--- src/soc_pkg.sv ---
package soc_pkg;

	// ------------------------------------------------------------------------
	// bus types
	// ------------------------------------------------------------------------

	typedef logic [31:0] addr_t;
	typedef logic [31:0] data_t;
	// all strobes low means a read
	typedef logic [3:0] strb_t;

	typedef struct packed {
		addr_t addr;
		data_t wdata;
		strb_t wstrb;
	} bus_req_t;

	typedef struct packed {
		data_t rdata;
		logic  ready;
	} bus_rsp_t;

	// top address nibble
	typedef enum logic [3:0] {
		REGION_MISC = 4'h2,
		REGION_RAM  = 4'h4
	} region_e;

	// misc register index, address bits 6:2
	typedef enum logic [4:0] {
		REG_LED       = 5'd0,
		REG_BTN       = 5'd1,
		REG_SOC_VER   = 5'd2,
		REG_FSEL      = 5'd13,
		REG_GENIO_IN  = 5'd17,
		REG_GENIO_OUT = 5'd18,
		REG_GENIO_OE  = 5'd19,
		REG_GENIO_W2S = 5'd20,
		REG_GENIO_W2C = 5'd21,
		REG_PMOD_IN   = 5'd22,
		REG_PMOD_OUT  = 5'd23,
		REG_PMOD_OE   = 5'd24,
		REG_PMOD_W2S  = 5'd25,
		REG_PMOD_W2C  = 5'd26
	} misc_reg_e;

	// ------------------------------------------------------------------------
	// gpio and board i/o
	// ------------------------------------------------------------------------

	// order follows the OUT, OE, W2S, W2C register order of each bank
	typedef enum logic [1:0] {
		GPIO_OUT = 2'd0,
		GPIO_OE  = 2'd1,
		GPIO_SET = 2'd2,
		GPIO_CLR = 2'd3
	} gpio_op_e;

	typedef struct packed {
		logic     we;
		gpio_op_e op;
		data_t    wdata;
	} gpio_cmd_t;

	typedef logic [29:0] genio_pins_t;
	typedef logic [7:0]  pmod_pins_t;
	typedef logic [15:0] led_t;
	typedef logic [7:0]  btn_t;

	// constants
	localparam data_t       SOC_VERSION       = 32'h0000_0001;
	localparam data_t       BUS_ERROR_WORD    = 32'hDEAD_BEEF;
	localparam int          IRQ_BUS_ERROR     = 3;
	// upper 24 bits of an fsel write that request an fpga reload
	localparam logic [23:0] FSEL_KEY          = 24'hD0F1A5;
	localparam int          RAM_WORDS_DEFAULT = 1024;

endpackage

--- src/bus_ctrl.sv ---
`timescale 1ns/100ps

module bus_ctrl import soc_pkg::*; (
	input  logic        clk48m,
	input  logic        rst,
	input  logic        bus_valid_i,
	input  bus_req_t    bus_req_i,
	output bus_rsp_t    bus_rsp_o,
	output data_t       irq_o,
	input  btn_t        btn_i,
	output led_t        led_o,
	input  genio_pins_t genio_in_i,
	input  genio_pins_t genio_out_i,
	input  genio_pins_t genio_oe_i,
	output gpio_cmd_t   genio_cmd_o,
	input  pmod_pins_t  pmod_in_i,
	input  pmod_pins_t  pmod_out_i,
	input  pmod_pins_t  pmod_oe_i,
	output gpio_cmd_t   pmod_cmd_o,
	output logic        ram_sel_o,
	output bus_req_t    ram_req_o,
	input  data_t       ram_rdata_i,
	input  logic        ram_ready_i,
	output logic        fsel_we_o,
	output data_t       fsel_wdata_o,
	input  logic        fsel_d_i
);

	region_e   region;
	misc_reg_e reg_idx;
	logic      misc_sel;
	logic      bus_err;
	logic      misc_wr;
	logic [4:0] genio_off;
	logic [4:0] pmod_off;
	led_t      led_q;
	data_t     rdata;

	// ------------------------------------------------------------------------
	// address decode
	// ------------------------------------------------------------------------

	assign region  = region_e'(bus_req_i.addr[31:28]);
	assign reg_idx = misc_reg_e'(bus_req_i.addr[6:2]);

	assign misc_sel  = bus_valid_i && (region == REGION_MISC);
	assign ram_sel_o = bus_valid_i && (region == REGION_RAM);
	assign bus_err   = bus_valid_i && (region != REGION_MISC) && (region != REGION_RAM);
	// misc accesses complete in the cycle they are presented
	assign misc_wr   = misc_sel && (bus_req_i.wstrb != '0);

	assign ram_req_o = bus_req_i;

	// gpio commands, register offset within a bank picks the operation
	assign genio_off = reg_idx - REG_GENIO_OUT;
	assign pmod_off  = reg_idx - REG_PMOD_OUT;

	assign genio_cmd_o.we    = misc_wr && (reg_idx inside {[REG_GENIO_OUT:REG_GENIO_W2C]});
	assign genio_cmd_o.op    = gpio_op_e'(genio_off[1:0]);
	assign genio_cmd_o.wdata = bus_req_i.wdata;
	assign pmod_cmd_o.we     = misc_wr && (reg_idx inside {[REG_PMOD_OUT:REG_PMOD_W2C]});
	assign pmod_cmd_o.op     = gpio_op_e'(pmod_off[1:0]);
	assign pmod_cmd_o.wdata  = bus_req_i.wdata;

	assign fsel_we_o    = misc_wr && (reg_idx == REG_FSEL);
	assign fsel_wdata_o = bus_req_i.wdata;

	// led register
	always_ff @(posedge clk48m) begin
		if (rst) begin
			led_q <= '0;
		end else if (misc_wr && (reg_idx == REG_LED)) begin
			led_q <= bus_req_i.wdata[15:0];
		end
	end

	assign led_o = led_q;

	// ------------------------------------------------------------------------
	// read data, ready and interrupts
	// ------------------------------------------------------------------------

	always_comb begin
		rdata = '0;
		if (region == REGION_MISC) begin
			case (reg_idx)
				REG_LED:       rdata = {16'h0, led_q};
				REG_BTN:       rdata = {24'h0, ~btn_i};
				REG_SOC_VER:   rdata = SOC_VERSION;
				REG_FSEL:      rdata = {31'h0, fsel_d_i};
				REG_GENIO_IN:  rdata = {2'h0, genio_in_i};
				REG_GENIO_OUT: rdata = {2'h0, genio_out_i};
				REG_GENIO_OE:  rdata = {2'h0, genio_oe_i};
				REG_PMOD_IN:   rdata = {24'h0, pmod_in_i};
				REG_PMOD_OUT:  rdata = {24'h0, pmod_out_i};
				REG_PMOD_OE:   rdata = {24'h0, pmod_oe_i};
				default:       rdata = '0;
			endcase
		end else if (region == REGION_RAM) begin
			rdata = ram_rdata_i;
		end else begin
			rdata = BUS_ERROR_WORD;
		end
	end

	assign bus_rsp_o.rdata = rdata;
	assign bus_rsp_o.ready = misc_sel || bus_err || ram_ready_i;

	always_comb begin
		irq_o = '0;
		irq_o[IRQ_BUS_ERROR] = bus_err;
	end

	// the ram may only answer an access that is still being presented
	assert property (@(posedge clk48m) disable iff (rst) $rose(ram_ready_i) |-> ram_sel_o);
	assert property (@(posedge clk48m) disable iff (rst) (irq_o != '0) |-> bus_valid_i);

endmodule

--- config.mk ---
export PLATFORM = sky130hd
export DESIGN_NAME = bus_ctrl
export DESIGN_NICKNAME = d
export VERILOG_FILES = /design/src/soc_pkg.sv /design/src/bus_ctrl.sv
export SDC_FILE = /design/constraint.sdc
export NUM_CORES = 1
export LEC_CHECK = 0
export BUFFER_PORTS_ARGS = -buffer_cell sky130_fd_sc_hd__buf_2
export CAP_MARGIN = 5
export CELL_PAD_IN_SITES_DETAIL_PLACEMENT = 1
export CELL_PAD_IN_SITES_GLOBAL_PLACEMENT = 1
export CORE_AREA = 3 3 183 185
export CTS_CLUSTER_DIAMETER = 100
export DETAILED_ROUTE_END_ITERATION = 6
export DIE_AREA = 0 0 186 188
export GPL_TIMING_DRIVEN = 0
export HOLD_SLACK_MARGIN = 0.05
export PLACE_DENSITY = 0.66
export SYNTH_ARGS = -nofsm -noshare
export SYNTH_HDL_FRONTEND = slang
export SYNTH_SLANG_ARGS = --single-unit
--- constraint.sdc ---
create_clock -name clk48m -period 1.98 [get_ports clk48m]
set_input_delay 0.297 -clock clk48m [delete_from_list [all_inputs] [get_ports clk48m]]
set_output_delay 0.297 -clock clk48m [all_outputs]
set_load 0.1 [all_outputs]
Yosys cells after proc, flatten, opt, wreduce, memory -nomap -nowiden:

Index checks and enable logic that the tools add are counted.
W data, S select, Z words.

* memories: 0
* register bits after elaboration: 16
* ROM bits: 0
* input bits: 227
* bits in latches: 0
* output and inout port bits: 253
* bits in writable memories: 0

* reduce and logical (&&, ||, !) cells: 15
* $add $sub $neg: 2
* multiply operators: 0
* div/mod/pow operators: 0
* bitwise operators: 1
* $lt $le $gt $ge: 4
* equality and inequality tests: 13
* muxes and demuxes: 3
* shifts and indexed selects: 0

Operator list (number)
* $pmux W30 S10: 1
* $mux W32: 2
* $eq A5 B5 Y1 const B: 6
* $logic_and A1 B1 Y1: 11
* $ge A5 B5 Y1 const B: 2
* $le A5 B5 Y1 const B: 2
* $not A8 Y8: 1
* $eq A5 B1 Y1 const B: 1
* $eq A5 B2 Y1 const B: 1
* $eq A5 B4 Y1 const B: 1
* $logic_not A5 Y1: 1
* $eq A4 B2 Y1 const B: 1
* $eq A4 B3 Y1 const B: 1
* $ne A4 B2 Y1 const B: 1
* $ne A4 B3 Y1 const B: 1
* $reduce_bool A4 Y1: 1
* $sub A2 B2 Y2 const B: 2
* $logic_or A1 B1 Y1: 2

Depth between registers and ports, before layout:

* depth in word-level cells: 5
* gate-level depth with buffers: 8
* depth with buffers taken out: 6

Worst setup path after synthesis:

OpenSTA, ideal clock, no wires.

* path kind: input to output
* start: in bus_req_i[39] (netlist bit)
* end: out bus_rsp_o[21] (netlist bit)
* stages: 8
* setup slack: -2.699 ns
* data arrival time: 4.382 ns
* buffers on the path: 2
* cell sequence: inv_1 -> ha_1 -> or3b_2 -> buf_2 -> nor2_2 -> buf_2 -> a222oi_1 -> o21ai_0

RTL lines
* start: declaration: line bus_ctrl.sv:7 `input bus_req_t bus_req_i,`
* end: declaration: line bus_ctrl.sv:8 `output bus_rsp_t bus_rsp_o,`

==> results.sh <==
export IMPL_hold_class="primary input to flop"
export IMPL_synth_warnings=0
export IMPL_coreArea_mm2=0.0322
export IMPL_utilization=0.270
export IMPL_fin_crit_sh=1.30
export IMPL_finalHoldViolCount=0
export IMPL_setup_ws_ps=-587
export IMPL_ant_nets=0
export IMPL_placement_io_buffers=408
export IMPL_final_common_cell="buf_2"
export IMPL_synthArstFlopShare=0
export IMPL_tns_ps=-19220
export IMPL_cts_sinks=16
export IMPL_hold_depth=3
export IMPL_seq_area_frac_synth=0.0890
export IMPL_grt_max_degree=11
export IMPL_met1Wirelength_um=10700
export IMPL_dr_pass1_iters=7
export IMPL_ir_drop_mv=0.370
export IMPL_regToRegStartpoint="led_o[2]"
export IMPL_grt_pass1_vias=5664
export IMPL_r2r_slack_ps=1260
export IMPL_status="finished with violations"
export IMPL_fillers=3863
export IMPL_maxCapViolCount=0
export IMPL_start_util=0.112
export IMPL_critical_path_arrival_ps=2270
export IMPL_violations="DRC, setup timing"
export IMPL_numCtsBuffers=3
export IMPL_ctsRootBufferMaster="clkbuf_16"
export IMPL_tightest_slew_ps=669
export IMPL_grt_overflow=0
export IMPL_rsz0062_at_grt="true"
export IMPL_final_max_slew_viol_count=0
export IMPL_grt_antenna_before_repair=7
export IMPL_worstSetupEndpointType="output port"
export IMPL_top_layer="met5"
export IMPL_area_growth_pct=141
export IMPL_holdPathEnd="led_o[7]"
export IMPL_htree_levels=1
export IMPL_cpMostUsedCell="buf_12"
export IMPL_worstSkewPairLatency_ps=250
export IMPL_grtUsageTotal=0.143
export IMPL_pin_count=480
export IMPL_dieHeight_um=188
export IMPL_synth_cell_types=51
export IMPL_grt_first_pass_wirelength_um=37300
export IMPL_clock_skew_ps=0
export IMPL_crit_fanout=6
export IMPL_gp_congestion=0.776
export IMPL_drive_gt1_frac=0.806
export IMPL_wire_per_inst_um=19.7
export IMPL_dp_hpwl_um=21900
export IMPL_tritoncts="built"
export IMPL_p_leak_uw=0.00436
export IMPL_layout_common_cells="buf_2 (363), buf_4 (241), buf_12 (49)"
export IMPL_finalSetupViolations=48
export IMPL_synth_main_ff_cell="dfxtp_1"
export IMPL_max_slew_margin=0.554
export IMPL_synth_edf_count=0
export IMPL_dieArea_mm2=0.0350
export IMPL_wl_um=27400
export IMPL_clk_pin_slew_ps=50
export IMPL_rows=66
export IMPL_clockBufferDepth=2
export IMPL_largest_reg_flops=16
export IMPL_start_kind="primary input"
export IMPL_min_from="bus_req_i[11]"
export IMPL_syn_inst=479
export IMPL_wl_met3_um=1860
export IMPL_holdBufCountCts=0
export IMPL_power_density_mw_per_mm2=438
export IMPL_path_class="primary input to output port"
export IMPL_drt_iter0_markers=216
export IMPL_dr_wl_met2_um=14600
export IMPL_postSynthAreaPerCell_um2=7.52
export IMPL_timing_rr_end="led_o[2]"
export IMPL_dr_total_vias=5330
export IMPL_crit_path_top_delay_cell="nor4b_4"
export IMPL_critPathRequiredTime_ps=1680
export IMPL_place_ws_ps=-1520
export IMPL_reg2reg_depth=2
export IMPL_cpPeakStageDelay_ps=500
export IMPL_fmax_mhz=390
export IMPL_vias_per_cell=3.83
export IMPL_dieWidth_um=186
export IMPL_post_route_drc_count=1
export IMPL_min_period_ps=2570
export IMPL_final_nets=1214
export IMPL_ys_ff_latch=16
export IMPL_netlist_area_mm2=0.00360
export IMPL_cp_cell_sequence="buf_12, clkinvlp_4, ha_4, nor4bb_4, buf_12, a222oi_1, nor4b_4, o22ai_4, buf_12"
cells in the mapped netlist (2+ instances only):
library cell | number | share of area
nor4b_2 | 2 | 0.0083
o31ai_1 | 2 | 0.0042
dfxtp_1 | 16 | 0.089
a211oi_1 | 4 | 0.0083
buf_4 | 198 | 0.41
nand3_1 | 3 | 0.0042
nand2b_1 | 4 | 0.0069
o32ai_1 | 4 | 0.0097
nor4b_1 | 2 | 0.0049
ha_1 | 4 | 0.014
a2111oi_0 | 2 | 0.0049
o22ai_1 | 21 | 0.036
clkbuf_1 | 9 | 0.0094
nor2_1 | 48 | 0.050
inv_1 | 4 | 0.0042
and4b_1 | 3 | 0.0083
nand2_1 | 12 | 0.013
and3_1 | 2 | 0.0035
mux2i_1 | 25 | 0.069
a22o_1 | 6 | 0.015
and4_1 | 2 | 0.0049
o2bb2ai_1 | 3 | 0.0073
nand3b_1 | 2 | 0.0042
and2_1 | 3 | 0.0052
nor3_1 | 4 | 0.0056
a21oi_1 | 4 | 0.0056
a21boi_0 | 8 | 0.017
o21ai_0 | 8 | 0.011
or3b_2 | 4 | 0.0097
buf_2 | 16 | 0.022
a222oi_1 | 23 | 0.064
nor2b_1 | 12 | 0.021
layer usage:
layer / track usage / vias to the layer above
li1: - / 2492
met1: 0.167 / 2525
met2: 0.278 / 284
met5: 0 / -
met3: 0.0235 / 19
met4: 0.0135 / 10
power by group:
group	internal, µW	leakage (µW)	switching (µW)
sequential	323	0.000129	0.233
combinational	801	0.00419	2280
clock	266	0.0000370	131
total	1390	0.00436	2410
how the worst max path moves through the flow:
stage,startpoint,endpoint,slack [ps],cells past startpoint
CTS,bus_req_i[39],bus_rsp_o[24],-590,10
finish,bus_req_i[38],bus_rsp_o[8],-590,9
global route,bus_req_i[38],bus_rsp_o[15],-640,10
detailed placement,bus_req_i[38],bus_rsp_o[2],-1520,10
floorplan,bus_req_i[64],genio_cmd_o[34],-730,4
global placement,bus_req_i[38],bus_rsp_o[2],-1490,10
critical path, delay by kind of cell:
kind            cells  cell delay, ps
compound gates      2             480
fa+ha+maj           1             210
buf+inv             4             590
simple gates        2             680
through the flow:
stage / power (µW) / hold WS (ps) / std cells / cell area, µm²
after global routing: 3930 / 395 / 1391 / 8680
after floorplan: 2650 / 444 / 509 / 4270
after detailed placement: 3160 / 526 / 1326 / 6830
after global placement: 3140 / 502 / 1325 / 6820
after CTS: 3770 / 354 / 1372 / 8400
final: 3800 / 355 / 1391 / 8680
cell families (layout without fill, tap and decap cells):
family          after synthesis  after routing  synth area share
other cells                   1             33           0.00104
mux                          25             25            0.0695
compound gates               92             92             0.198
flops                        16             16            0.0890
fa+ha+maj                     4              4            0.0139
xor+xnor                      1              1           0.00243
simple gates                111            112             0.172
buf+inv                     229            700             0.454
timing repair:
item | in CTS | in global routing
pin swaps | 43 | 42
endpoints found under the setup margin | 54 | 50
resized for setup | 260 | 41
gates cloned | 7 | 1
buffers inserted | 46 | 21
cell type report:
class                      count  area (µm²)  area share
multi-input combinational    265        2670       0.307
sequential                    16         320      0.0369
antenna                        2        5.00    0.000576
buffer                       220        1770       0.203
timing repair buffer         473        3320       0.382
clock buffer                   3        75.1     0.00864
inverter                       4        22.5     0.00259
tap                          408         510      0.0588
No activity file was read; power rests on OpenSTA's default activity.
