## src/soc_pkg.sv

```systemverilog
package soc_pkg;

	// ------------------------------------------------------------------------
	// bus types
	// ------------------------------------------------------------------------

	typedef logic [31:0] addr_t;
	typedef logic [31:0] data_t;
	// all strobes low means a read
	typedef logic [3:0] strb_t;

	typedef struct packed {
		addr_t addr;
		data_t wdata;
		strb_t wstrb;
	} bus_req_t;

	typedef struct packed {
		data_t rdata;
		logic  ready;
	} bus_rsp_t;

	// top address nibble
	typedef enum logic [3:0] {
		REGION_MISC = 4'h2,
		REGION_RAM  = 4'h4
	} region_e;

	// misc register index, address bits 6:2
	typedef enum logic [4:0] {
		REG_LED       = 5'd0,
		REG_BTN       = 5'd1,
		REG_SOC_VER   = 5'd2,
		REG_FSEL      = 5'd13,
		REG_GENIO_IN  = 5'd17,
		REG_GENIO_OUT = 5'd18,
		REG_GENIO_OE  = 5'd19,
		REG_GENIO_W2S = 5'd20,
		REG_GENIO_W2C = 5'd21,
		REG_PMOD_IN   = 5'd22,
		REG_PMOD_OUT  = 5'd23,
		REG_PMOD_OE   = 5'd24,
		REG_PMOD_W2S  = 5'd25,
		REG_PMOD_W2C  = 5'd26
	} misc_reg_e;

	// ------------------------------------------------------------------------
	// gpio and board i/o
	// ------------------------------------------------------------------------

	// order follows the OUT, OE, W2S, W2C register order of each bank
	typedef enum logic [1:0] {
		GPIO_OUT = 2'd0,
		GPIO_OE  = 2'd1,
		GPIO_SET = 2'd2,
		GPIO_CLR = 2'd3
	} gpio_op_e;

	typedef struct packed {
		logic     we;
		gpio_op_e op;
		data_t    wdata;
	} gpio_cmd_t;

	typedef logic [29:0] genio_pins_t;
	typedef logic [7:0]  pmod_pins_t;
	typedef logic [15:0] led_t;
	typedef logic [7:0]  btn_t;

	// constants
	localparam data_t       SOC_VERSION       = 32'h0000_0001;
	localparam data_t       BUS_ERROR_WORD    = 32'hDEAD_BEEF;
	localparam int          IRQ_BUS_ERROR     = 3;
	// upper 24 bits of an fsel write that request an fpga reload
	localparam logic [23:0] FSEL_KEY          = 24'hD0F1A5;
	localparam int          RAM_WORDS_DEFAULT = 1024;

endpackage

```

## src/reload_seq.sv

```systemverilog
`timescale 1ns/100ps

module reload_seq import soc_pkg::*; (
	input  logic  clk48m,
	input  logic  rst,
	input  logic  fsel_we_i,
	input  data_t wdata_i,
	output logic  fsel_d_o,
	output logic  fsel_c_o,
	output logic  programn_o
);

	logic       fsel_d_q;
	logic       strobe_q;
	logic       reload_queued_q;
	logic       reload_q;
	logic [2:0] delay_q;

	// flash select bit, write strobe and pending reload request
	always_ff @(posedge clk48m) begin
		if (rst) begin
			fsel_d_q        <= 1'b0;
			strobe_q        <= 1'b0;
			reload_queued_q <= 1'b0;
		end else begin
			strobe_q <= fsel_we_i;
			if (fsel_we_i) begin
				fsel_d_q <= wdata_i[0];
				if (wdata_i[31:8] == FSEL_KEY) begin
					reload_queued_q <= 1'b1;
				end
			end
		end
	end

	// ------------------------------------------------------------------------
	// delay counter, gives the select flop time before programn is pulled
	// ------------------------------------------------------------------------

	always_ff @(posedge clk48m) begin
		if (rst) begin
			delay_q  <= '0;
			reload_q <= 1'b0;
		end else if (strobe_q) begin
			delay_q <= 3'd7;
		end else if (delay_q != 3'd0) begin
			delay_q <= delay_q - 3'd1;
			if ((delay_q == 3'd1) && reload_queued_q) begin
				reload_q <= 1'b1;
			end
		end
	end

	assign fsel_d_o   = fsel_d_q;
	assign fsel_c_o   = (delay_q == 3'd5) || (delay_q == 3'd4) || (delay_q == 3'd3);
	assign programn_o = ~reload_q;

	assert property (@(posedge clk48m) (!programn_o && !rst) |=> !programn_o);

endmodule

```

## config.mk

```make
export PLATFORM = sky130hd
export DESIGN_NAME = reload_seq
export DESIGN_NICKNAME = d
export VERILOG_FILES = /design/src/soc_pkg.sv /design/src/reload_seq.sv
export SDC_FILE = /design/constraint.sdc
export NUM_CORES = 1
export LEC_CHECK = 0
export ABC_AREA = 1
export BUFFER_PORTS_ARGS = -buffer_cell sky130_fd_sc_hd__buf_2
export CORE_AREA = 5 5 42 44
export CTS_CLUSTER_SIZE = 30
export DETAILED_ROUTE_END_ITERATION = 10
export DIE_AREA = 0 0 47 49
export HOLD_SLACK_MARGIN = 0.1
export PLACE_DENSITY = 0.68
export RECOVER_POWER = 25
export SYNTH_ARGS = -nofsm -noshare
export SYNTH_HDL_FRONTEND = slang
export SYNTH_SLANG_ARGS = --single-unit
```

## constraint.sdc

```tcl
create_clock -name clk48m -period 1.2 [get_ports clk48m]
set_input_delay 0.06 -clock clk48m [delete_from_list [all_inputs] [get_ports clk48m]]
set_output_delay 0.06 -clock clk48m [all_outputs]
set_load 0.01 [all_outputs]
```

* Word-level counts from Yosys, hierarchy flattened
Cells that the tools add are included.
** Word-level totals
- Output and inout bits :: 3
- Logic and storage cells :: 22
- Input port bits :: 35
- Register bits :: 7
** Cells by class
- Bitwise gates (word level) :: 2
- Add/sub/neg operators :: 1
- Multiplexer cells :: 2
- Eq/ne operators :: 5
- Reductions and logical operators :: 7
** Operator list (count)
- == test 24 bit, second input constant :: 1
- == test 3 bit, second input constant :: 2
- two-way mux 3 bit :: 2
- == test 3 x 1 -> 1 bit, second input constant :: 1
- == test 3 x 2 -> 1 bit, second input constant :: 1
- AND reduction 3 bit :: 1
- nonzero test 3 bit :: 1
- subtractor 3 x 1 -> 3 bit, second input constant :: 1
- logical OR 1 bit :: 2
- NOT 1 bit :: 2
- AND reduction 2 bit :: 1
- nonzero test 2 bit :: 1
- logical AND 1 bit :: 1

* Logic depth before layout (Yosys ltp)
Gate-level depths: netlist of run 1.
- Depth in word-level cells :: 3
- Depth in mapped cells :: 6
- Mapped depth without buffers :: 6

* Worst setup path after synthesis of run 1
Ideal clock, no wire load.
- Path kind :: register -> register
- Start :: register delay_q[0]
- End :: register reload_q
- Data required time :: 1130 ps
- Stages on the path, launching flop included :: 6
- Data arrival time :: 1017 ps
- Library setup time :: 70 ps
- Setup slack :: 114 ps
- Path buffers :: 0
- Period minus slack after synthesis :: 1086 ps
- Cell sequence :: dfxtp_1 inv_1 ha_1 a21oi_2 nand4_1 a21oi_1
** Between the ends
- Cells in the longest elaborated chain, start to end :: 3
- Elaborated cells on any way between the ends :: 4
- Classes of those cells :: 1 x eq/ne; 3 x reduce/logical
** RTL lines
- start: declaration :: line reload_seq.sv:17 : logic [2:0] delay_q;
- start signal: assignment :: line reload_seq.sv:47 : delay_q <= delay_q - 3'd1;
- == test 3 x 1 -> 1 bit :: line reload_seq.sv:48 : if ((delay_q == 3'd1) && reload_queued_q) begin
- logical AND 1 bit :: line reload_seq.sv:48
- AND reduction 3 bit (no source line) (*)
- end signal: assignment :: line reload_seq.sv:43 : reload_q <= 1'b0;
- end signal: assignment :: line reload_seq.sv:49 : reload_q <= 1'b1;
- end: declaration :: line reload_seq.sv:16 : logic reload_q;
Every way passes the cells marked *; elsewhere a longest branch is shown, timed or not.
A chain may end at the register's enable or synchronous reset.

* Worst setup path after layout of run 1
Same ends and word-level chain as after synthesis.

==> metrics.csv, run 1 <==
metric,value,unit
sequentialPowerShare,0.394,
core,1400,µm²
routed_wl,990,µm
power_frac_comb,0.322,
finalSetupViolations,0,
min_period,1.13,ns
switching_power,0.000228,W
internal-power,0.000512,W
antenna_found_initial,0,
synth-xor-area-share,0,
gp_congestion,0.688,
maxCapViolCount,0,
cts_sinks,7,
fmax,887,MHz
arrival,1.31,ns
fp.dieW,47,µm
ir_drop,568,µV
grt-ovfl-total,0,
placed_area,578,µm²
wl_per_cell,8.84,µm
drt_iter0_drc,3,
synth_area_per_cell,6.90,µm²
synth-seq-cells,7,
clockBufferDepth,2,
fin_area,636,µm²
cts.htree.levels,1,
via_per_inst,4.28,
power_frac_clock,0.284,
num_antenna_cells,0,
grt_start_max_net_pins,8,
max-slew-margin-rel,0.874,
fin_util,0.454,
syn-num-nets,97,
synth_simple_gate_area_frac,0.309,
num-fill-cells,149,
max_slew.worst_pin.slew,0.188,ns
rows,14,
synth_top_family_by_area,simple AND/OR/NAND/NOR gates,
layout_common_cells,"buf_2, nor2_1, inv_1",
yosysUniqueCellTypes,13,
seq_area,143,µm²
yosys.area_share.adder,0.125,
dieArea,2300,µm²
grt_pass1_vias,492,
portBuffers,30,
slew_violations,0,
dp_hpwl,814,µm
ys_seq_area_frac,0.350,
hp-class,in2reg,
synthMuxAreaShare,0,
start_util,0.286,
total_leakage_power,0.330,nW
cp.required,1.38,ns
path_class,reg2reg,
finalHoldViolCount,0,
layout_commonest_cell,buf_2,
drive_gt1_frac,0.385,
io_pins,38,
yosys_warnings,0,
post-route-period-util,0.940,
clk_latency,0.25,ns
rsz0062_at_grt,true,
die_h,49,µm
cp-start-kind,flop,
synthCells,58,
fin_worst_skew,0.00948,ns
power.density,1160,nW/µm²
critPathMaxFanout,5,
p_sw_frac,0.308,
cts_tree,yes,
final_antenna_net_count,0,
status,"finished, final reports clean",
endpoint_kind,flop,
root_buffer,clkbuf_4,
vias,479,
track_usage,0.0995,
synth_compound_area_frac,0.122,
nNetsFinal,136,
first_pass_iters,3,
multi_input_area,223,µm²
path_clk_slew,0.06,ns
grt_pass1_wl,1670,µm
route.detailed.drc,0,
area_growth,58.8,%
syn-cell-area,400,µm²
cts_buffers,3,
## worst max-delay path: stages, from the launching register on
cell and delay [ns]:
dfxtp_2 0.36, inv_1 0.07, ha_1 0.23, a21oi_2 0.17, nand4_1 0.11, a21oi_1 0.14
## metal layers
metal  vias up  GRT usage  wire length, µm
met5         -          0                0
met4         0     0.0553                0
met3         0     0.0443              128
met2        29      0.149              450
met1       187      0.113              411
li1        263          -                -
## cells by family (layout without fill, tap and decap cells)
logic type	after synthesis	in the layout
AOI/OAI and AO/OA	8	8
adders and majority gates	4	4
buffers and inverters	10	48
DFF	7	7
and+or+nand+nor	29	29
## per-stage QoR
step                setup slack [ns]  instances  power, W  setup TNS (ns)  hold WS (ns)
floorplan                      0.114         58  0.000427               0         0.129
finish                        0.0722        112  0.000740               0         0.179
global placement              0.0483        105  0.000518               0         0.311
CTS                           0.0216        111  0.000733               0         0.178
detailed placement            0.0238        105  0.000524               0         0.312
global route                 -0.0229        112  0.000810         -0.0323         0.221
## layout make-up
type	instances	area share
repair buffers	34	0.293
flip-flops and latches	7	0.224
multi-input cells	41	0.350
well taps	16	0.0315
clock buffers	4	0.0413
inverters	10	0.0591
## worst paths after layout
path | start | to | depth (start not counted) | slack (ns)
max | delay_q[0]$_SDFFE_PP0P_ | reload_q$_SDFFE_PP0P_ | 5 | 0.07
max reg2reg | delay_q[0]$_SDFFE_PP0P_ | reload_q$_SDFFE_PP0P_ | 5 | 0.07
min | wdata_i[26] | reload_queued_q$_SDFFE_PP0P_ | 6 | 0.18
min reg2reg | reload_queued_q$_SDFFE_PP0P_ | reload_queued_q$_SDFFE_PP0P_ | 2 | 0.45
## sequential cells by signal, indices dropped and copies added (netlist names)
signal,flops
reload_queued_q,1
strobe_q,1
reload_q,1
delay_q,3
fsel_d_o,1
## timing repair
action                                 4_1_cts  5_1_grt
hold buffers                                 3        0
buffers inserted                             0        1
setup endpoints to repair                    1        2
endpoints found under the hold margin        7        0
pin swaps                                    0        1
resized for setup                            1        1
## cells in the mapped netlist
library cell | number | area share
nor2_1 | 14 | 0.13
inv_1 | 9 | 0.084
dfxtp_1 | 7 | 0.35
nand2_1 | 7 | 0.066
nand3_1 | 5 | 0.062
a21oi_1 | 4 | 0.050
ha_1 | 4 | 0.13
a211oi_1 | 2 | 0.037
nand4_1 | 2 | 0.031
a21oi_2 | 1 | 0.022
inv_2 | 1 | 0.0094
nand3b_1 | 1 | 0.019
o21ai_0 | 1 | 0.012
## power groups by stage
stage | Combinational, W | Clock, W | Sequential [W]
2_1_floorplan | 0.000138 | 0 | 0.000289
3_5_place_dp | 0.000238 | 0 | 0.000286
6_report | 0.000238 | 0.000210 | 0.000291
3_3_place_gp | 0.000232 | 0 | 0.000286
4_1_cts | 0.000227 | 0.000216 | 0.000290
5_1_grt | 0.000277 | 0.000235 | 0.000298
(Power assumes the default switching activity.)
==> inputs of run 2 (changes only) <==
--- a/config.mk
+++ b/config.mk
@@ -6,7 +6,8 @@
 export NUM_CORES = 1
 export LEC_CHECK = 0
 export ABC_AREA = 1
-export BUFFER_PORTS_ARGS = -buffer_cell sky130_fd_sc_hd__buf_2
+export BUFFER_PORTS_ARGS = -buffer_cell sky130_fd_sc_hd__buf_4
+export CAP_MARGIN = 20
 export CORE_AREA = 5 5 42 44
 export CTS_CLUSTER_SIZE = 30
 export DETAILED_ROUTE_END_ITERATION = 10
==> run 2 against run 1 <==
  * Cell area is 10% higher
  * Critical path type is now reg2out
  * Critical endpoint is now fsel_c_o
  * Register-to-register slack improved by 0.05 ns
  * Die area did not move
  * Non-clock buffer count down 1
  * Power up 3.5%
  * Critical path depth is 1 lower
  * Largest cell class is now buffers
  * First-iteration DRC count down 67%
==> metrics.csv, run 2 (synthesis results as in run 1) <==
metric,value,unit,change
fin_util,0.501,,+0.0473
cp_slowest_stage_delay,0.35,ns,about the same
dp_hpwl,893,µm,+9.7%
fin_worst_skew,0.000951,ns,-0.00853 ns
slowest_stage,dfxtp_4,,
area_growth,75.3,%,
dp_cells,105,,unchanged
routed_wl,1030,µm,+4.3%
hp-class,in2reg,,
start_util,0.286,,unchanged
rsz0062_at_grt,false,,
cts_tree,yes,,
die_h,49,µm,unchanged
rows,14,,unchanged
route.detailed.drc,0,,unchanged
nNetsFinal,135,,-0.74%
cp.required,1.14,ns,-0.24 ns
cts_buffers,3,,unchanged
path_clk_slew,0.05,ns,about the same
dieArea,2300,µm²,unchanged
clk_latency,0.25,ns,about the same
vias,493,,+2.9%
grt_start_max_net_pins,8,,unchanged
layout_commonest_cell,buf_4,,
maxCapViolCount,0,,unchanged
max-slew-margin-rel,0.879,,+0.00551
power,0.000765,W,+3.5%
via_per_inst,4.44,,+3.8%
max_slew.worst_pin.slew,0.180,ns,-0.00822 ns
fin_cells,111,,-0.89%
core,1400,µm²,unchanged
cts_sinks,7,,unchanged
io_pins,38,,unchanged
largest_register_ffs,3,,unchanged
track_usage,0.111,,+0.0118
status,"finished, final reports clean",,
setup_tns,0,ns,unchanged
cp-start-kind,flop,,
finalHoldViolCount,0,,unchanged
ir_drop,598,µV,+5.2%
total_leakage_power,0.345,nW,+4.6%
fp.dieW,47,µm,unchanged
layout_common_cells,"buf_4, nor2_1, inv_1",,
finalSetupViolations,0,,unchanged
min_period,1.10,ns,-0.0285 ns
fin_hold_ws,0.167,ns,-0.0127 ns
arrival,1.04,ns,-0.27 ns
endpoint_kind,primary output,,
fmax,910,MHz,+2.6%
critical_path_buf_inv_count,1,,unchanged
cts.htree.levels,1,,unchanged
clockBufferDepth,2,,unchanged
final_antenna_net_count,0,,unchanged
grt_util_met2,0.167,,+0.0181
worstPathCellList,ha_1 > nand2_1 > o21ai_1 > buf_4,,
critPathMaxFanout,5,,unchanged
critical_path.top_delay_family,flip-flops,,
power.density,1090,nW/µm²,-6.3%
antenna_found_initial,0,,unchanged
grt_util_met1,0.121,,+0.00805
portBuffers,30,,unchanged
num_antenna_cells,0,,unchanged
grt_pass1_vias,520,,+5.7%
first_pass_iters,3,,unchanged
slew_violations,0,,unchanged
grt-ovfl-total,0,,unchanged
root_buffer,clkbuf_4,,
grt_pass1_wl,1880,µm,+13%
post-route-period-util,0.916,,-0.0238
wl_per_cell,9.31,µm,+5.3%
path_class,reg2out,,
top_usage_layer,met2,,
drive_gt1_frac,0.379,,-0.00647
grt_util_met3,0.0517,,+0.00738
drt_iter0_drc,1,,-2
gp_congestion,0.705,,+2.5%
top_register,delay_q,,
-- run 2: cell count changes in the layout (fill, tap and decap cells not counted) --
cell      before  now
clkbuf_1       2    3
buf_2         29    0
dfxtp_2        2    1
buf_4          1   28
dfxtp_4        0    1
o21ai_0        1    0
o21ai_1        0    1
ha_2           0    1
ha_1           4    3
-- run 2: final cells by class --
type,count,area [µm²]
Fill cell,150,699
Timing Repair Buffer,33,248
Multi-Input combinational cell,41,225
Sequential cell,7,145
Inverter,10,37.5
Clock buffer,4,26.3
Tap cell,16,20.0
-- run 2: path summary, 6_finish.rpt --
check                                                  start                           end  slack (ns)  depth (start not counted)
worst min register to register  reload_queued_q$_SDFFE_PP0P_  reload_queued_q$_SDFFE_PP0P_        0.45                          2
worst min-delay path                             wdata_i[29]  reload_queued_q$_SDFFE_PP0P_        0.17                          6
worst max register to register       delay_q[0]$_SDFFE_PP0P_         reload_q$_SDFFE_PP0P_        0.12                          5
worst max-delay path                 delay_q[0]$_SDFFE_PP0P_                      fsel_c_o        0.10                          4
-- run 2: worst min-delay path, cell delays in order --
cell	delay (ns)
buf_4	0.08
nor2_1	0.03
nand3_1	0.05
nor2_1	0.04
nand3_1	0.05
a21oi_1	0.05
-- run 2: report_power, final --
part | internal, W | switching, W
registers | 0.000268 | 0.0000272
logic | 0.000141 | 0.000118
clock network | 0.000127 | 0.0000847
-- run 2: timing repair --
| item | 4_1_cts | 5_1_grt |
|---|---|---|
| pin swaps | 0 | 1 |
| setup endpoints to repair | 1 | 3 |
| hold buffers | 3 | 0 |
| buffers inserted | 0 | 0 |
| hold endpoints to repair | 7 | 0 |
| resized for setup | 2 | 3 |
-- run 2: routing by layer --
layer | vias to the layer above | part of all wire
met5 | - | 0
met4 | 0 | 0
met3 | 0 | 0.15
met2 | 29 | 0.45
met1 | 205 | 0.41
li1 | 259 | -
-- run 2: metrics by stage --
step / cell area [µm²] / setup slack (ns)
6_report: 702 / 0.101
5_1_grt: 702 / 0.0228
4_1_cts: 703 / 0.0136
3_5_place_dp: 653 / 0.0319
3_3_place_gp: 653 / 0.0514
2_1_floorplan: 400 / 0.114
==> inputs of run 3 (changes only) <==
==> constraint.sdc (replaced) <==
create_clock -name clk48m -period 1.25 [get_ports clk48m]
set_input_delay 0.0625 -clock clk48m [delete_from_list [all_inputs] [get_ports clk48m]]
set_output_delay 0.0625 -clock clk48m [all_outputs]
set_load 0.01 [all_outputs]
==> run 3 against run 2 <==
  * Cell area shrank 0.36%
  * Power shrank 4.2%
  * First-iteration DRC count is the same
  * Sequential cell count is the same
  * Sequential share of layout area grew 0.074 points
  * Combinational power shrank 5%
  * Clock power shrank 3%
  * Clock skew is essentially flat
  * Highest routed layer is now met4
==> metrics.csv, run 3 (synthesis results as in run 1) <==
metric,value,unit,change
post-route-period-util,0.896,,
largest_register_ffs,3,,unchanged
path_clk_slew,0.05,ns,about the same
route.detailed.drc,0,,unchanged
start_util,0.286,,unchanged
drive_gt1_frac,0.368,,-0.0105
final_antenna_net_count,0,,unchanged
cts.htree.levels,1,,unchanged
root_buffer,clkbuf_4,,
area_growth,74.7,%,
fmax,893,MHz,
antenna_found_initial,0,,unchanged
clk_latency,0.25,ns,about the same
slowest_stage,dfxtp_4,,
arrival,1.30,ns,+0.26 ns
gp_congestion,0.717,,+1.7%
total_leakage_power,0.347,nW,+0.37%
rows,14,,unchanged
cts_sinks,7,,unchanged
critical_path.top_delay_family,flip-flops,,
grt-ovfl-total,0,,unchanged
r2r_setup_slack,0.13,ns,about the same
ir_drop,602,µV,+0.67%
cts_tree,yes,,
num-fill-cells,145,,-3.3%
cp.required,1.44,ns,+0.30 ns
min_period,1.12,ns,
maxCapViolCount,0,,unchanged
wl_per_cell,10.3,µm,+11%
first_pass_iters,2,,-1
critPathMaxFanout,5,,unchanged
cp_slowest_stage_delay,0.36,ns,about the same
setup_slack,0.130,ns,+0.0298 ns
path_class,reg2reg,,
vias,503,,+2.0%
cts_buffers,3,,unchanged
top_register,delay_q,,
worstPathCellList,inv_1 > ha_1 > a21oi_2 > nand4_1 > a21oi_1,,
nNetsFinal,135,,unchanged
io_pins,38,,unchanged
track_usage,0.119,,+0.00729
status,"finished, final reports clean",,
core,1400,µm²,unchanged
fin_worst_skew,0.00130,ns,+0.000352 ns
portBuffers,30,,unchanged
finalHoldViolCount,0,,unchanged
layout_common_cells,"buf_4, nor2_1, inv_1",,
fin_cells,111,,unchanged
layout_commonest_cell,buf_4,,
max-slew-margin-rel,0.876,,-0.00385
hp-class,in2reg,,
critical_path_buf_inv_count,1,,unchanged
dieArea,2300,µm²,unchanged
cp-start-kind,flop,,
endpoint_kind,flop,,
dp_hpwl,915,µm,+2.5%
fp.dieW,47,µm,unchanged
rsz0062_at_grt,false,,
setup_tns,0,ns,unchanged
routed_wl,1150,µm,+11%
multi_input_area,223,µm²,-1.1%
power.density,1050,nW/µm²,-3.9%
num_antenna_cells,0,,unchanged
seq_area,145,µm²,unchanged
grt_pass1_wl,1940,µm,+2.9%
dp_slack,0.0980,ns,+0.0662 ns
max_slew.worst_pin.slew,0.186,ns,+0.00574 ns
grt_pass1_vias,518,,-0.38%
drt_iter0_drc,1,,unchanged
dp_cells,105,,unchanged
fin_hold_ws,0.169,ns,+0.00280 ns
die_h,49,µm,unchanged
finalSetupViolations,0,,unchanged
via_per_inst,4.53,,+2.0%
slew_violations,0,,unchanged
grt_start_max_net_pins,8,,unchanged
clockBufferDepth,2,,unchanged
==> run 3: cell types whose count changed in the layout (fill, tap and decap cells not counted) <==
| cell | previous run | this run |
|---|---|---|
| ha_1 | 3 | 4 |
| ha_2 | 1 | 0 |
==> run 3: metrics by stage <==
step                cell area (µm²)   util  total power [W]
floorplan                       400      -         0.000410
global placement                653  0.466         0.000528
detailed placement              653  0.466         0.000533
CTS                             709  0.506         0.000753
global route                    699  0.499         0.000811
finish                          699  0.499         0.000733
==> run 3: final timing paths <==
kind,start,end,cells after the start
worst max-delay path,delay_q[0]$_SDFFE_PP0P_,reload_q$_SDFFE_PP0P_,5
worst min-delay path,wdata_i[29],reload_queued_q$_SDFFE_PP0P_,6
worst max register to register,delay_q[0]$_SDFFE_PP0P_,reload_q$_SDFFE_PP0P_,5
worst min register to register,reload_q$_SDFFE_PP0P_,reload_q$_SDFFE_PP0P_,2
==> run 3: routing by layer <==
layer,vias to the layer above,global-route usage,part of all wire
met5,-,0,0
met4,0,0.0553,0.0044
met3,2,0.0775,0.16
met2,33,0.181,0.46
met1,207,0.122,0.37
li1,261,-,-
==> run 3: tightest hold or removal path, delay by kind of cell <==
kind / cells / cell delay [ns]
simple gates: 4 / 0.19
compound gates: 1 / 0.05
buf+inv: 1 / 0.08
==> run 3: timing repair <==
item	in CTS	in global routing
buffers inserted	0	0
resized for setup	0	4
hold buffers	3	0
setup endpoints to repair	0	2
endpoints found under the hold margin	7	0
==> run 3: layout make-up <==
type | count | area share
tap | 16 | 0.0286
sequential | 7 | 0.208
timing repair buffer | 33 | 0.354
clock buffer | 4 | 0.0376
inverter | 10 | 0.0537
multi-input combinational | 41 | 0.318
==> run 3: report_power, final <==
group | total [W] | internal (W) | switching [W]
clock network | 0.000204 | 0.000122 | 0.0000818
logic | 0.000247 | 0.000132 | 0.000115
registers | 0.000283 | 0.000257 | 0.0000251
