File: config.mk
export PLATFORM = sky130hd
export DESIGN_NAME = gpio_bank
export DESIGN_NICKNAME = d
export VERILOG_FILES = /design/src/soc_pkg.sv /design/src/gpio_bank.sv
export SDC_FILE = /design/constraint.sdc
export NUM_CORES = 1
export LEC_CHECK = 0
export ABC_AREA = 1
export BUFFER_PORTS_ARGS = -buffer_cell sky130_fd_sc_hd__buf_4
export CAP_MARGIN = 20
export CORE_ASPECT_RATIO = 1.25
export CORE_MARGIN = 8
export CORE_UTILIZATION = 50
export DETAILED_ROUTE_END_ITERATION = 7
export PLACE_DENSITY = 0.78
export SLEW_MARGIN = 20
export SYNTH_ARGS = -nofsm -noshare
export SYNTH_HDL_FRONTEND = slang
export SYNTH_SLANG_ARGS = --single-unit
File: constraint.sdc
create_clock -name clk48m -period 1.1 [get_ports clk48m]
set_input_delay 0 -clock clk48m [delete_from_list [all_inputs] [get_ports clk48m]]
set_output_delay 0 -clock clk48m [all_outputs]
set_load 0.01 [all_outputs]
File: src/soc_pkg.sv
package soc_pkg;

	// ------------------------------------------------------------------------
	// bus types
	// ------------------------------------------------------------------------

	typedef logic [31:0] addr_t;
	typedef logic [31:0] data_t;
	// all strobes low means a read
	typedef logic [3:0] strb_t;

	typedef struct packed {
		addr_t addr;
		data_t wdata;
		strb_t wstrb;
	} bus_req_t;

	typedef struct packed {
		data_t rdata;
		logic  ready;
	} bus_rsp_t;

	// top address nibble
	typedef enum logic [3:0] {
		REGION_MISC = 4'h2,
		REGION_RAM  = 4'h4
	} region_e;

	// misc register index, address bits 6:2
	typedef enum logic [4:0] {
		REG_LED       = 5'd0,
		REG_BTN       = 5'd1,
		REG_SOC_VER   = 5'd2,
		REG_FSEL      = 5'd13,
		REG_GENIO_IN  = 5'd17,
		REG_GENIO_OUT = 5'd18,
		REG_GENIO_OE  = 5'd19,
		REG_GENIO_W2S = 5'd20,
		REG_GENIO_W2C = 5'd21,
		REG_PMOD_IN   = 5'd22,
		REG_PMOD_OUT  = 5'd23,
		REG_PMOD_OE   = 5'd24,
		REG_PMOD_W2S  = 5'd25,
		REG_PMOD_W2C  = 5'd26
	} misc_reg_e;

	// ------------------------------------------------------------------------
	// gpio and board i/o
	// ------------------------------------------------------------------------

	// order follows the OUT, OE, W2S, W2C register order of each bank
	typedef enum logic [1:0] {
		GPIO_OUT = 2'd0,
		GPIO_OE  = 2'd1,
		GPIO_SET = 2'd2,
		GPIO_CLR = 2'd3
	} gpio_op_e;

	typedef struct packed {
		logic     we;
		gpio_op_e op;
		data_t    wdata;
	} gpio_cmd_t;

	typedef logic [29:0] genio_pins_t;
	typedef logic [7:0]  pmod_pins_t;
	typedef logic [15:0] led_t;
	typedef logic [7:0]  btn_t;

	// constants
	localparam data_t       SOC_VERSION       = 32'h0000_0001;
	localparam data_t       BUS_ERROR_WORD    = 32'hDEAD_BEEF;
	localparam int          IRQ_BUS_ERROR     = 3;
	// upper 24 bits of an fsel write that request an fpga reload
	localparam logic [23:0] FSEL_KEY          = 24'hD0F1A5;
	localparam int          RAM_WORDS_DEFAULT = 1024;

endpackage

File: src/gpio_bank.sv
`timescale 1ns/100ps

module gpio_bank import soc_pkg::*; #(
	parameter type pin_t = genio_pins_t
) (
	input  logic      clk48m,
	input  logic      rst,
	input  gpio_cmd_t cmd_i,
	output pin_t      out_o,
	output pin_t      oe_o
);

	localparam int W = $bits(pin_t);

	pin_t out_q;
	pin_t oe_q;
	pin_t wbits;

	// only the low bits of the bus word reach the pins
	assign wbits = cmd_i.wdata[W-1:0];

	// ------------------------------------------------------------------------
	// output and output-enable registers
	// ------------------------------------------------------------------------

	always_ff @(posedge clk48m) begin
		if (rst) begin
			out_q <= '0;
			oe_q  <= '0;
		end else if (cmd_i.we) begin
			case (cmd_i.op)
				GPIO_OUT: begin
					out_q <= wbits;
				end
				GPIO_OE: begin
					oe_q <= wbits;
				end
				GPIO_SET: begin
					out_q <= out_q | wbits;
				end
				GPIO_CLR: begin
					// a one in the written word clears that pin
					out_q <= out_q & ~wbits;
				end
				default: begin
					out_q <= out_q;
				end
			endcase
		end
	end

	assign out_o = out_q;
	assign oe_o  = oe_q;

endmodule

# Word-level counts from Yosys, hierarchy flattened
# Index checks and enable logic that the tools add are counted.
[totals]
ff_bits = 60
in_bits = 37
out_inout_bits = 60
elab_cells = 13
[classes]
eq_ne = 3
n_mux = 1
bitwise = 3
reduce_logical = 4
[ops]
columns = ["op", "count"]
rows = [
  ["30-bit case mux with 3 select lines", 1],
  ["30-bit bitwise AND", 1],
  ["30-bit NOT", 1],
  ["30-bit bitwise OR", 1],
  ["2-bit == test (second input constant)", 2],
  ["2-bit AND reduction", 2],
  ["3-bit nonzero test", 1],
  ["2-bit by 1-bit == test with 1-bit output (second input constant)", 1],
  ["2-bit zero test", 1],
]

# Logic depth before layout (Yosys ltp)
# Gate-level depths: netlist (run 1).
[depth]
word_depth = 3
ltp_mapped = 6
ltp_nobuf = 5

# Least setup slack after synthesis (run 1)
# No wires, ideal clock.
[synth_timing]
path_kind = "input -> register"
startpoint = "in cmd_i[32] (netlist name)"
endpoint = "reg out_q (netlist bit out_o[0])"
setup_ns = 0.132
arrival_time_ns = 0.565
t_required_ns = 0.968
slack_ns = 0.403
cell_stages = 6
n_path_buf = 2
path_cell_list = "buf_2 -> nand2_1 -> buf_2 -> nand3_1 -> nand2_1 -> a21oi_1"
[synth_via]
elab_chain_cells = 3
elab_cells_between_ends = 6
cone_classes = "eq/ne (2); mux (1); reduce/logical (3)"
[synth_rtl]
columns = ["element", "line", "source"]
rows = [
  ["start, declared", "gpio_bank.sv:8", "input gpio_cmd_t cmd_i,"],
  ["2-bit == test or 2-bit zero test (tied branches)", "gpio_bank.sv:31", "case (cmd_i.op)"],
  ["3-bit nonzero test (no source line)", "n/a", ""],
  ["2-bit AND reduction (no source line)", "n/a", ""],
  ["end signal, assigned", "gpio_bank.sv:33", "out_q <= wbits;"],
  ["end signal, assigned", "gpio_bank.sv:39", "out_q <= out_q | wbits;"],
  ["end signal, assigned", "gpio_bank.sv:43", "out_q <= out_q & ~wbits;"],
  ["end, declared", "gpio_bank.sv:15", "pin_t out_q;"],
]
# Several ways; a longest one is shown, not always the timed one.
# A chain may end at the register's enable or synchronous reset.

# Worst setup path after layout (run 1)
[layout_timing]
startpoint = "in cmd_i[10] (netlist name)"
endpoint = "reg out_q (netlist bit out_o[10])"
[layout_via]
elab_chain_cells = 3
elab_cells_between_ends = 4
cone_classes = "mux (1); bitwise (3)"
[layout_rtl]
columns = ["element", "line", "source"]
rows = [
  ["30-bit NOT", "gpio_bank.sv:43", ""],
  ["30-bit bitwise AND", "gpio_bank.sv:43", ""],
  ["30-bit case mux with 3 select lines (*)", "gpio_bank.sv:31", ""],
  ["end signal, assigned", "gpio_bank.sv:33", ""],
  ["end signal, assigned", "gpio_bank.sv:43", ""],
  ["end signal, assigned", "gpio_bank.sv:46", "out_q <= out_q;"],
]
# Mark *: on every way between the ends. The rest lies on a longest branch, timed or not.

==> impl_metrics.json, run 1 <==
{
  "status": "complete, no violations",
  "synth.top_cell.area_share_pct": 46.31,
  "path_cells": "dlygate4sd3_1 > buf_4 > inv_1 > nand2_1 > nand3_1 > nand2_1 > a21oi_1",
  "setup_tns_ns": 0,
  "place_area_um2": 3363,
  "yosysMostFrequentCell": "nand2_1",
  "numPlacedInstances": 506,
  "critPathKind": "in -> reg",
  "timing.slew.headroom_pct": 77.97,
  "via_per_inst": 5.410,
  "ys_ff_latch": 60,
  "antenna_found_initial": 1,
  "critPathLaunchType": "primary input",
  "drt_pass1_iterations": 5,
  "syn-num-nets": 405,
  "fin_worst_skew_ns": 0,
  "gp_congestion": 0.7940,
  "post_cts_resized": 0,
  "design_area_um2": 3869,
  "start_util_pct": 51.43,
  "grt_remaining_overflow": 0,
  "hold_violations": 0,
  "num_vias": 2992,
  "wl_per_cell_um": 15.31,
  "synth_seq_area_share_pct": 46.31,
  "yosysUniqueCellTypes": 11,
  "area_growth_pct": 49.16,
  "numPortBuffers": 94,
  "root_buffer": "clkbuf_8",
  "drt.antenna.violating_nets": 0,
  "die-area_um2": 7763,
  "reg2reg_to": "out_o[2]",
  "clockBufferDepth": 2,
  "synthTopCellsByArea": "dfxtp_1, nand2_1, a21oi_1",
  "dp_hpwl_um": 5554,
  "grt_pass1_vias": 2889,
  "synth_area_um2": 2594,
  "h-tree-depth": 3,
  "crit_slowest_cell": "dlygate4sd3_1",
  "num_rows": 29,
  "track_usage_pct": 22.58,
  "synth_commonest_cells": "nand2_1, a21oi_1, dfxtp_1, nand3_1",
  "grt_pass1_wl_um": 13850,
  "ys.flop_type": "dfxtp_1",
  "min_period_over_period_pct": 81.30,
  "crit_path_max_fanout": 3,
  "drc": 0,
  "syn_avg_cell_area_um2": 7.048,
  "yosys_warnings": 0,
  "tightest_slew_ns": 0.3305,
  "leakage_nw": 1.770,
  "drive_gt1_share_pct": 25.92,
  "peakVddDrop_mv": 1.387,
  "core_um2": 5044,
  "die_w_um": 80.42,
  "rsz0062_at_grt": "false",
  "synth-edff-count": 0,
  "grt_max_degree": 31,
  "cts_buffers": 9,
  "setup_viol": 0,
  "final_nets": 522,
  "r2r_start": "out_o[2]",
  "ff2ff_path_depth": 2,
  "crit_path_max_incr_delay_ns": 0.55,
  "instances_no_fill": 553,
  "wirelength_um": 8469,
  "async_flop_share_pct": 0,
  "crit_top_cell": "nand2_1",
  "worstHoldPathType": "in -> reg",
  "path_clk_slew_ns": 0.07,
  "yosysTopAreaCell": "dfxtp_1",
  "finalCriticalPeriod_ns": 0.8943,
  "arrival_ns": 1.16,
  "cts_tree": "yes",
  "fmax_mhz": 1118,
  "drv_slew": 0,
  "crit_start": "cmd_i[10]",
  "clock_latency_ns": 0.33,
  "holdWs_ns": 0.04833,
  "maxCapViolCount": 0,
  "syn_inst": 368,
  "p_per_area_nw_per_um2": 1338,
  "die_h_um": 96.53,
  "cts_sinks": 60,
  "cp-endpoint": "out_o[10]",
  "pin_count": 97,
  "drt_iter0_markers": 185,
  "worstPathRequired_ns": 1.37,
  "r2r_slack_ns": 0.45,
  "end_kind": "flip-flop"
}
final cells by class:
type	instances	area, um^2
Antenna cell	1	2.502
Clock buffer	12	155.1
Clock inverter	4	47.55
Fill cell	389	1175
Inverter	32	120.1
Multi-Input combinational cell	243	1109
Sequential cell	60	1201
Tap cell	62	77.57
Timing Repair Buffer	139	1156
metrics by stage:
| step | worst slack, ns | power [mW] | util (%) |
|---|---|---|---|
| 6_report | 0.2057 | 5.177 | 76.71 |
| 5_1_grt | 0.2208 | 5.356 | 76.71 |
| 4_1_cts | 0.2511 | 5.179 | 76.66 |
| 3_5_place_dp | 0.1958 | 3.095 | 66.68 |
| 3_3_place_gp | 0.2050 | 3.079 | 66.68 |
| 2_1_floorplan | 0.4026 | 2.729 | - |
layout by cell type (no fill, tap or decap), drive strengths merged:
| cell type | netlist | routed |
|---|---|---|
| dlygate4sd3 | 0 | 30 |
| dfxtp | 60 | 60 |
| bufinv | 0 | 1 |
| nand4 | 30 | 30 |
| nand3 | 31 | 31 |
| a21oi | 60 | 60 |
| buf | 26 | 109 |
| inv | 32 | 32 |
| clkinv | 0 | 2 |
| diode | 0 | 1 |
| clkbuf | 7 | 12 |
| nor2 | 1 | 1 |
| clkinvlp | 0 | 1 |
| nand2 | 121 | 121 |
logic make-up (layout without fill, tap and decap cells):
logic type / Yosys count / count (layout) / synth area share [%]
and+or+nand+nor: 183 / 183 / 31.16
buffers and inverters: 65 / 187 / 10.95
AOI/OAI and AO/OA: 60 / 60 / 11.58
DFF: 60 / 60 / 46.31
other: 0 / 1 / 0
layer usage:
metal | global-route usage [%] | wire (um) | share of wire [%]
met5 | 0 | 0 | 0
met4 | 12.46 | 251 | 3.0
met3 | 7.593 | 711 | 8.4
met2 | 37.37 | 4325 | 51
met1 | 24.86 | 3180 | 38
critical path, delay by kind of cell:
kind	cells	cell delay, ns
simple gates	3	0.25
buf+inv	3	0.77
compound gates	1	0.14
repair_timing:
| item | in CTS | in global routing |
|---|---|---|
| setup buffers | 0 | 0 |
| endpoints found under the hold margin | 60 | 0 |
| hold buffers | 30 | 0 |
registers in the layout (all words and copies together), names as in the netlist:
signal,cells
oe_o,30
out_o,30
worst min-delay path by stage:
stage          startpoint         to  slack [ns]  cells past startpoint
4_1_cts         cmd_i[34]   oe_o[14]        0.04                      3
3_3_place_gp    cmd_i[28]  out_o[28]        0.28                      3
2_1_floorplan    cmd_i[0]   out_o[0]        0.15                      2
5_1_grt         cmd_i[32]   oe_o[27]        0.06                      3
3_5_place_dp    cmd_i[10]  out_o[10]        0.28                      3
6_report        cmd_i[34]   oe_o[14]        0.05                      3
power breakdown:
group | total [mW] | switching, mW | leakage, nW | internal, mW
Sequential | 2.31 | 0.0508 | 0.489 | 2.26
Combinational | 0.834 | 0.432 | 1.18 | 0.402
Clock | 2.03 | 0.871 | 0.102 | 1.16
No activity file was read; power rests on OpenSTA's default activity.
==> run 2: changes to the inputs <==
--- a/config.mk
+++ b/config.mk
@@ -10,9 +10,9 @@
 export CAP_MARGIN = 20
 export CORE_ASPECT_RATIO = 1.25
 export CORE_MARGIN = 8
-export CORE_UTILIZATION = 50
+export CORE_UTILIZATION = 44
 export DETAILED_ROUTE_END_ITERATION = 7
-export PLACE_DENSITY = 0.78
+export PLACE_DENSITY = 0.73
 export SLEW_MARGIN = 20
 export SYNTH_ARGS = -nofsm -noshare
 export SYNTH_HDL_FRONTEND = slang
==> constraint.sdc (replaced) <==
create_clock -name clk48m -period 0.81 [get_ports clk48m]
set_input_delay 0 -clock clk48m [delete_from_list [all_inputs] [get_ports clk48m]]
set_output_delay 0 -clock clk48m [all_outputs]
set_load 0.01 [all_outputs]
==> impl_metrics.json, run 2 (same netlist as run 1, synthesis figures left out) <==
{
  "die-area_um2": 8623,
  "final_nets": 521,
  "antenna_found_initial": 0,
  "critPathKind": "in -> reg",
  "wl_per_cell_um": 16.44,
  "rsz0062_at_grt": "true",
  "hold_depth": 3,
  "die_h_um": 101.8,
  "cts_tree": "yes",
  "grt_pass1_wl_um": 14120,
  "drc": 0,
  "crit_start": "cmd_i[4]",
  "cp_num_buf_inv": 3,
  "met2_usage_pct": 34.67,
  "path_clk_slew_ns": 0.07,
  "fin_ws_ns": -0.02389,
  "drive_gt1_share_pct": 39.47,
  "crit_top_cell": "nand2_1",
  "violations": "setup timing",
  "dp_hpwl_um": 5617,
  "num_vias": 3067,
  "hold_violations": 0,
  "min_period_over_period_pct": 102.9,
  "root_buffer": "clkbuf_8",
  "crit_path_max_fanout": 3,
  "mostFrequentLayoutCells": "nand2_1, buf_4, dfxtp_2, a21oi_1, buf_6",
  "wirelength_um": 9125,
  "utilization_pct": 73.02,
  "timing.slew.headroom_pct": 87.98,
  "track_usage_pct": 20.30,
  "via_per_inst": 5.526,
  "clock_latency_ns": 0.33,
  "busiest_layer": "met2",
  "peakVddDrop_mv": 1.363,
  "fin_worst_skew_ns": 0,
  "design_area_um2": 4192,
  "drv_slew": 0,
  "cts_buffers": 9,
  "finalCriticalPeriod_ns": 0.8339,
  "numPortBuffers": 94,
  "gp_congestion": 0.7875,
  "crit_family": "buffers and inverters",
  "fmax_mhz": 1199,
  "grt_max_degree": 35,
  "start_util_pct": 45.18,
  "clockBufferDepth": 2,
  "crit_path_max_incr_delay_ns": 0.54,
  "r2r_slack_ns": 0.12,
  "place_area_um2": 3436,
  "grt_remaining_overflow": 0,
  "diodes": 0,
  "drt_pass1_iterations": 5,
  "drt.antenna.violating_nets": 0,
  "r2r_start": "out_o[0]",
  "tightest_slew_ns": 0.1803,
  "path_cells": "dlygate4sd3_1 > buf_4 > inv_1 > nand2_1 > nand3_1 > nand2_1 > a21oi_1",
  "gr-usage-met3_pct": 6.919,
  "grt_use_met1_pct": 21.42,
  "critPathLaunchType": "primary input",
  "dp_slack_ns": -0.01879,
  "p_per_area_nw_per_um2": 1669,
  "grt_pass1_vias": 2967,
  "drt_iter0_markers": 184,
  "setup_viol": 1,
  "core_um2": 5741,
  "maxCapViolCount": 0,
  "reg2reg_to": "out_o[0]",
  "pin_count": 97,
  "min-delay-start": "cmd_i[34]",
  "area_growth_pct": 61.60,
  "num_rows": 31,
  "arrival_ns": 1.09,
  "worstPathRequired_ns": 1.07,
  "cts_sinks": 60,
  "end_kind": "flip-flop",
  "final_common_cell": "nand2_1",
  "status": "finished, violations left",
  "whs_endpoint": "oe_o[20]",
  "h-tree-depth": 3,
  "ff2ff_path_depth": 3,
  "worstHoldPathType": "in -> reg",
  "crit_slowest_cell": "dlygate4sd3_1",
  "leakage_nw": 1.868,
  "fill_cells": 439,
  "die_w_um": 84.67
}
[run 2: changes by cell type in the layout (fill, tap and decap cells not counted), moves of 6 or more]
cell | previous run | this run
a21oi_1 | 60 | 52
buf_4 | 106 | 58
buf_6 | 0 | 41
dfxtp_1 | 60 | 2
dfxtp_2 | 0 | 58
buf_12 | 3 | 9
a21oi_2 | 0 | 8
[run 2: routing by layer]
| metal | share of wire, % | up-vias |
|---|---|---|
| met5 | 0 | - |
| met4 | 3.8 | 0 |
| met3 | 7.6 | 30 |
| met2 | 50 | 142 |
| met1 | 39 | 1460 |
| li1 | - | 1435 |
[run 2: what timing repair did]
action	4_1_cts	5_1_grt
pin swaps	0	13
buffers inserted	1	6
gates resized for setup	37	74
endpoints found under the setup margin	31	67
hold endpoints to repair	60	0
hold buffers	30	0
[run 2: area by class of cell]
class	instances	area [um^2]	share of cell area, %
timing repair buffer	138	1383	32.99
sequential	60	1274	30.39
multi-input combinational	243	1149	27.40
clock buffer	11	131.4	3.134
inverter	32	120.1	2.866
tap	66	82.58	1.970
clock inverter	5	52.55	1.254
[run 2: how the worst max path moves through the flow]
stage                            to  slack [ns]  depth (start not counted)
after floorplan            out_o[0]        0.11                          6
after global placement     out_o[2]        0.02                          7
after detailed placement  out_o[21]       -0.02                          7
after CTS                  oe_o[22]      0.0001                          1
after global routing       out_o[4]       -0.04                          7
final                      out_o[4]       -0.02                          7
[run 2: where the power goes]
part	switching (mW)	internal (mW)	leakage, nW	total [mW]
clock network	1.16	1.41	0.0931	2.56
logic	0.626	0.632	1.26	1.26
registers	0.0837	3.09	0.515	3.17
[run 2: through the flow]
step / power [mW] / TNS [ns] / hold WS, ns / cells
floorplan: 3.707 / 0 / 0.1474 / 368
global placement: 4.235 / 0 / 0.2765 / 509
detailed placement: 4.259 / -0.08044 / 0.2838 / 509
CTS: 6.940 / 0 / 0.002518 / 556
global route: 7.265 / -0.1984 / 0.02329 / 555
finish: 6.996 / -0.02389 / 0.005972 / 555
[run 2: worst register-to-register path: stages, from the launching register on]
cell	delay, ns
dfxtp_2	0.35
buf_4	0.11
nand2_1	0.04
a21oi_1	0.12
==> run 3: changes to the inputs <==
--- a/config.mk
+++ b/config.mk
@@ -8,11 +8,13 @@
 export ABC_AREA = 1
 export BUFFER_PORTS_ARGS = -buffer_cell sky130_fd_sc_hd__buf_4
 export CAP_MARGIN = 20
+export CELL_PAD_IN_SITES_DETAIL_PLACEMENT = 0
+export CELL_PAD_IN_SITES_GLOBAL_PLACEMENT = 1
 export CORE_ASPECT_RATIO = 1.25
 export CORE_MARGIN = 8
-export CORE_UTILIZATION = 44
+export CORE_UTILIZATION = 30
 export DETAILED_ROUTE_END_ITERATION = 7
-export PLACE_DENSITY = 0.73
+export PLACE_DENSITY = 0.72
 export SLEW_MARGIN = 20
 export SYNTH_ARGS = -nofsm -noshare
 export SYNTH_HDL_FRONTEND = slang
==> impl_metrics.json, run 3 (same netlist as run 1, synthesis figures left out) <==
{
  "status": "complete, no violations",
  "setup_tns_ns": 0,
  "num_vias": 2864,
  "die_w_um": 99.17,
  "worstPathRequired_ns": 0.81,
  "path_clk_slew_ns": 0.07,
  "crit_path_max_incr_delay_ns": 0.36,
  "cp_num_buf_inv": 1,
  "wirelength_um": 8974,
  "peakVddDrop_mv": 1.077,
  "design_area_um2": 4292,
  "end_kind": "output pin",
  "finalCriticalPeriod_ns": 0.7922,
  "dp_hpwl_um": 5898,
  "hold_violations": 0,
  "pin_count": 97,
  "dp_slack_ns": -0.02208,
  "via_per_inst": 4.813,
  "crit_start": "oe_o[17]",
  "wl_per_cell_um": 15.08,
  "gp_congestion": 0.7381,
  "cts_buffers": 9,
  "crit_family": "flip-flops",
  "timing.slew.headroom_pct": 80.21,
  "clockBufferDepth": 2,
  "diodes": 0,
  "numPortBuffers": 94,
  "drt.antenna.violating_nets": 0,
  "num_rows": 38,
  "tightest_slew_ns": 0.2969,
  "grt_max_degree": 61,
  "grt_pass1_wl_um": 14460,
  "drt_iter0_markers": 174,
  "fin_worst_skew_ns": 0,
  "worstHoldPathType": "in -> reg",
  "rsz0062_at_grt": "true",
  "cts_tree": "yes",
  "clock_latency_ns": 0.32,
  "r2r_start": "oe_o[10]",
  "mostFrequentLayoutCells": "nand2_1, dfxtp_2, a21oi_1, buf_4, buf_6",
  "crit_path_max_fanout": 2,
  "fin_ws_ns": 0.01783,
  "setup_viol": 0,
  "grt_pass1_vias": 2830,
  "die_h_um": 120.0,
  "fmax_mhz": 1262,
  "crit_slowest_cell": "dfxtp_2",
  "arrival_ns": 0.79,
  "leakage_nw": 1.880,
  "start_util_pct": 30.31,
  "core_um2": 8558,
  "cts_sinks": 60,
  "drive_gt1_share_pct": 39.80,
  "antenna_found_initial": 0,
  "fill_cells": 812,
  "holdWs_ns": 0.04795,
  "area_growth_pct": 65.46,
  "drv_slew": 0,
  "maxCapViolCount": 0,
  "min-delay-start": "cmd_i[34]",
  "track_usage_pct": 14.92,
  "critPathLaunchType": "flip-flop",
  "drc": 0,
  "utilization_pct": 50.15,
  "root_buffer": "clkbuf_8",
  "final_common_cell": "nand2_1",
  "final_nets": 527,
  "die-area_um2": 11900,
  "min_period_over_period_pct": 97.80,
  "grt_remaining_overflow": 0,
  "drt_pass1_iterations": 4,
  "path_cells": "buf_6",
  "place_area_um2": 3446,
  "critPathKind": "reg -> out",
  "p_per_area_nw_per_um2": 1739,
  "h-tree-depth": 3
}
[run 3: path summary, 6_finish.rpt]
kind,to,slack [ns],cells past startpoint
worst max-delay path,oe_o[17],0.02,1
worst min-delay path,out_o[29],0.05,4
worst max register to register,oe_o[10],0.12,3
worst min register to register,out_o[10],0.46,2
[run 3: what timing repair did]
| action | 4_1_cts | 5_1_grt |
|---|---|---|
| cloned | 0 | 0 |
| pin swaps | 0 | 7 |
| endpoints found under the hold margin | 60 | 0 |
| hold buffers | 31 | 0 |
| buffers inserted | 1 | 4 |
| gates resized for setup | 73 | 47 |
| setup endpoints to repair | 44 | 54 |
[run 3: layer usage]
| metal | vias to the layer above | global-route usage (%) | share of wire [%] |
|---|---|---|---|
| li1 | 1445 | - | - |
| met1 | 1311 | 18.39 | 44 |
| met2 | 94 | 24.47 | 49 |
| met3 | 14 | 2.665 | 4.8 |
| met4 | 0 | 7.400 | 2.2 |
| met5 | - | 0 | 0 |
[run 3: metrics by stage]
stage / std cells / total power, mW
after floorplan: 368 / 3.707
after global placement: 547 / 4.236
after detailed placement: 547 / 4.244
after CTS: 595 / 7.483
after global routing: 595 / 7.795
final: 595 / 7.462
[run 3: where the power goes]
part           switching (mW)  internal, mW
clock                    1.25          1.81
sequential             0.0877          3.09
combinational           0.600         0.630
[run 3: area by class of cell]
cell class                 instances  area [um^2]  share of cell area (%)
timing repair buffer             144         1414                   32.94
sequential                        60         1275                   29.71
multi-input combinational        243         1132                   26.38
clock buffer                      10        137.6                   3.207
tap                              100        125.1                   2.915
inverter                          32        120.1                   2.799
clock inverter                     6        87.58                   2.041
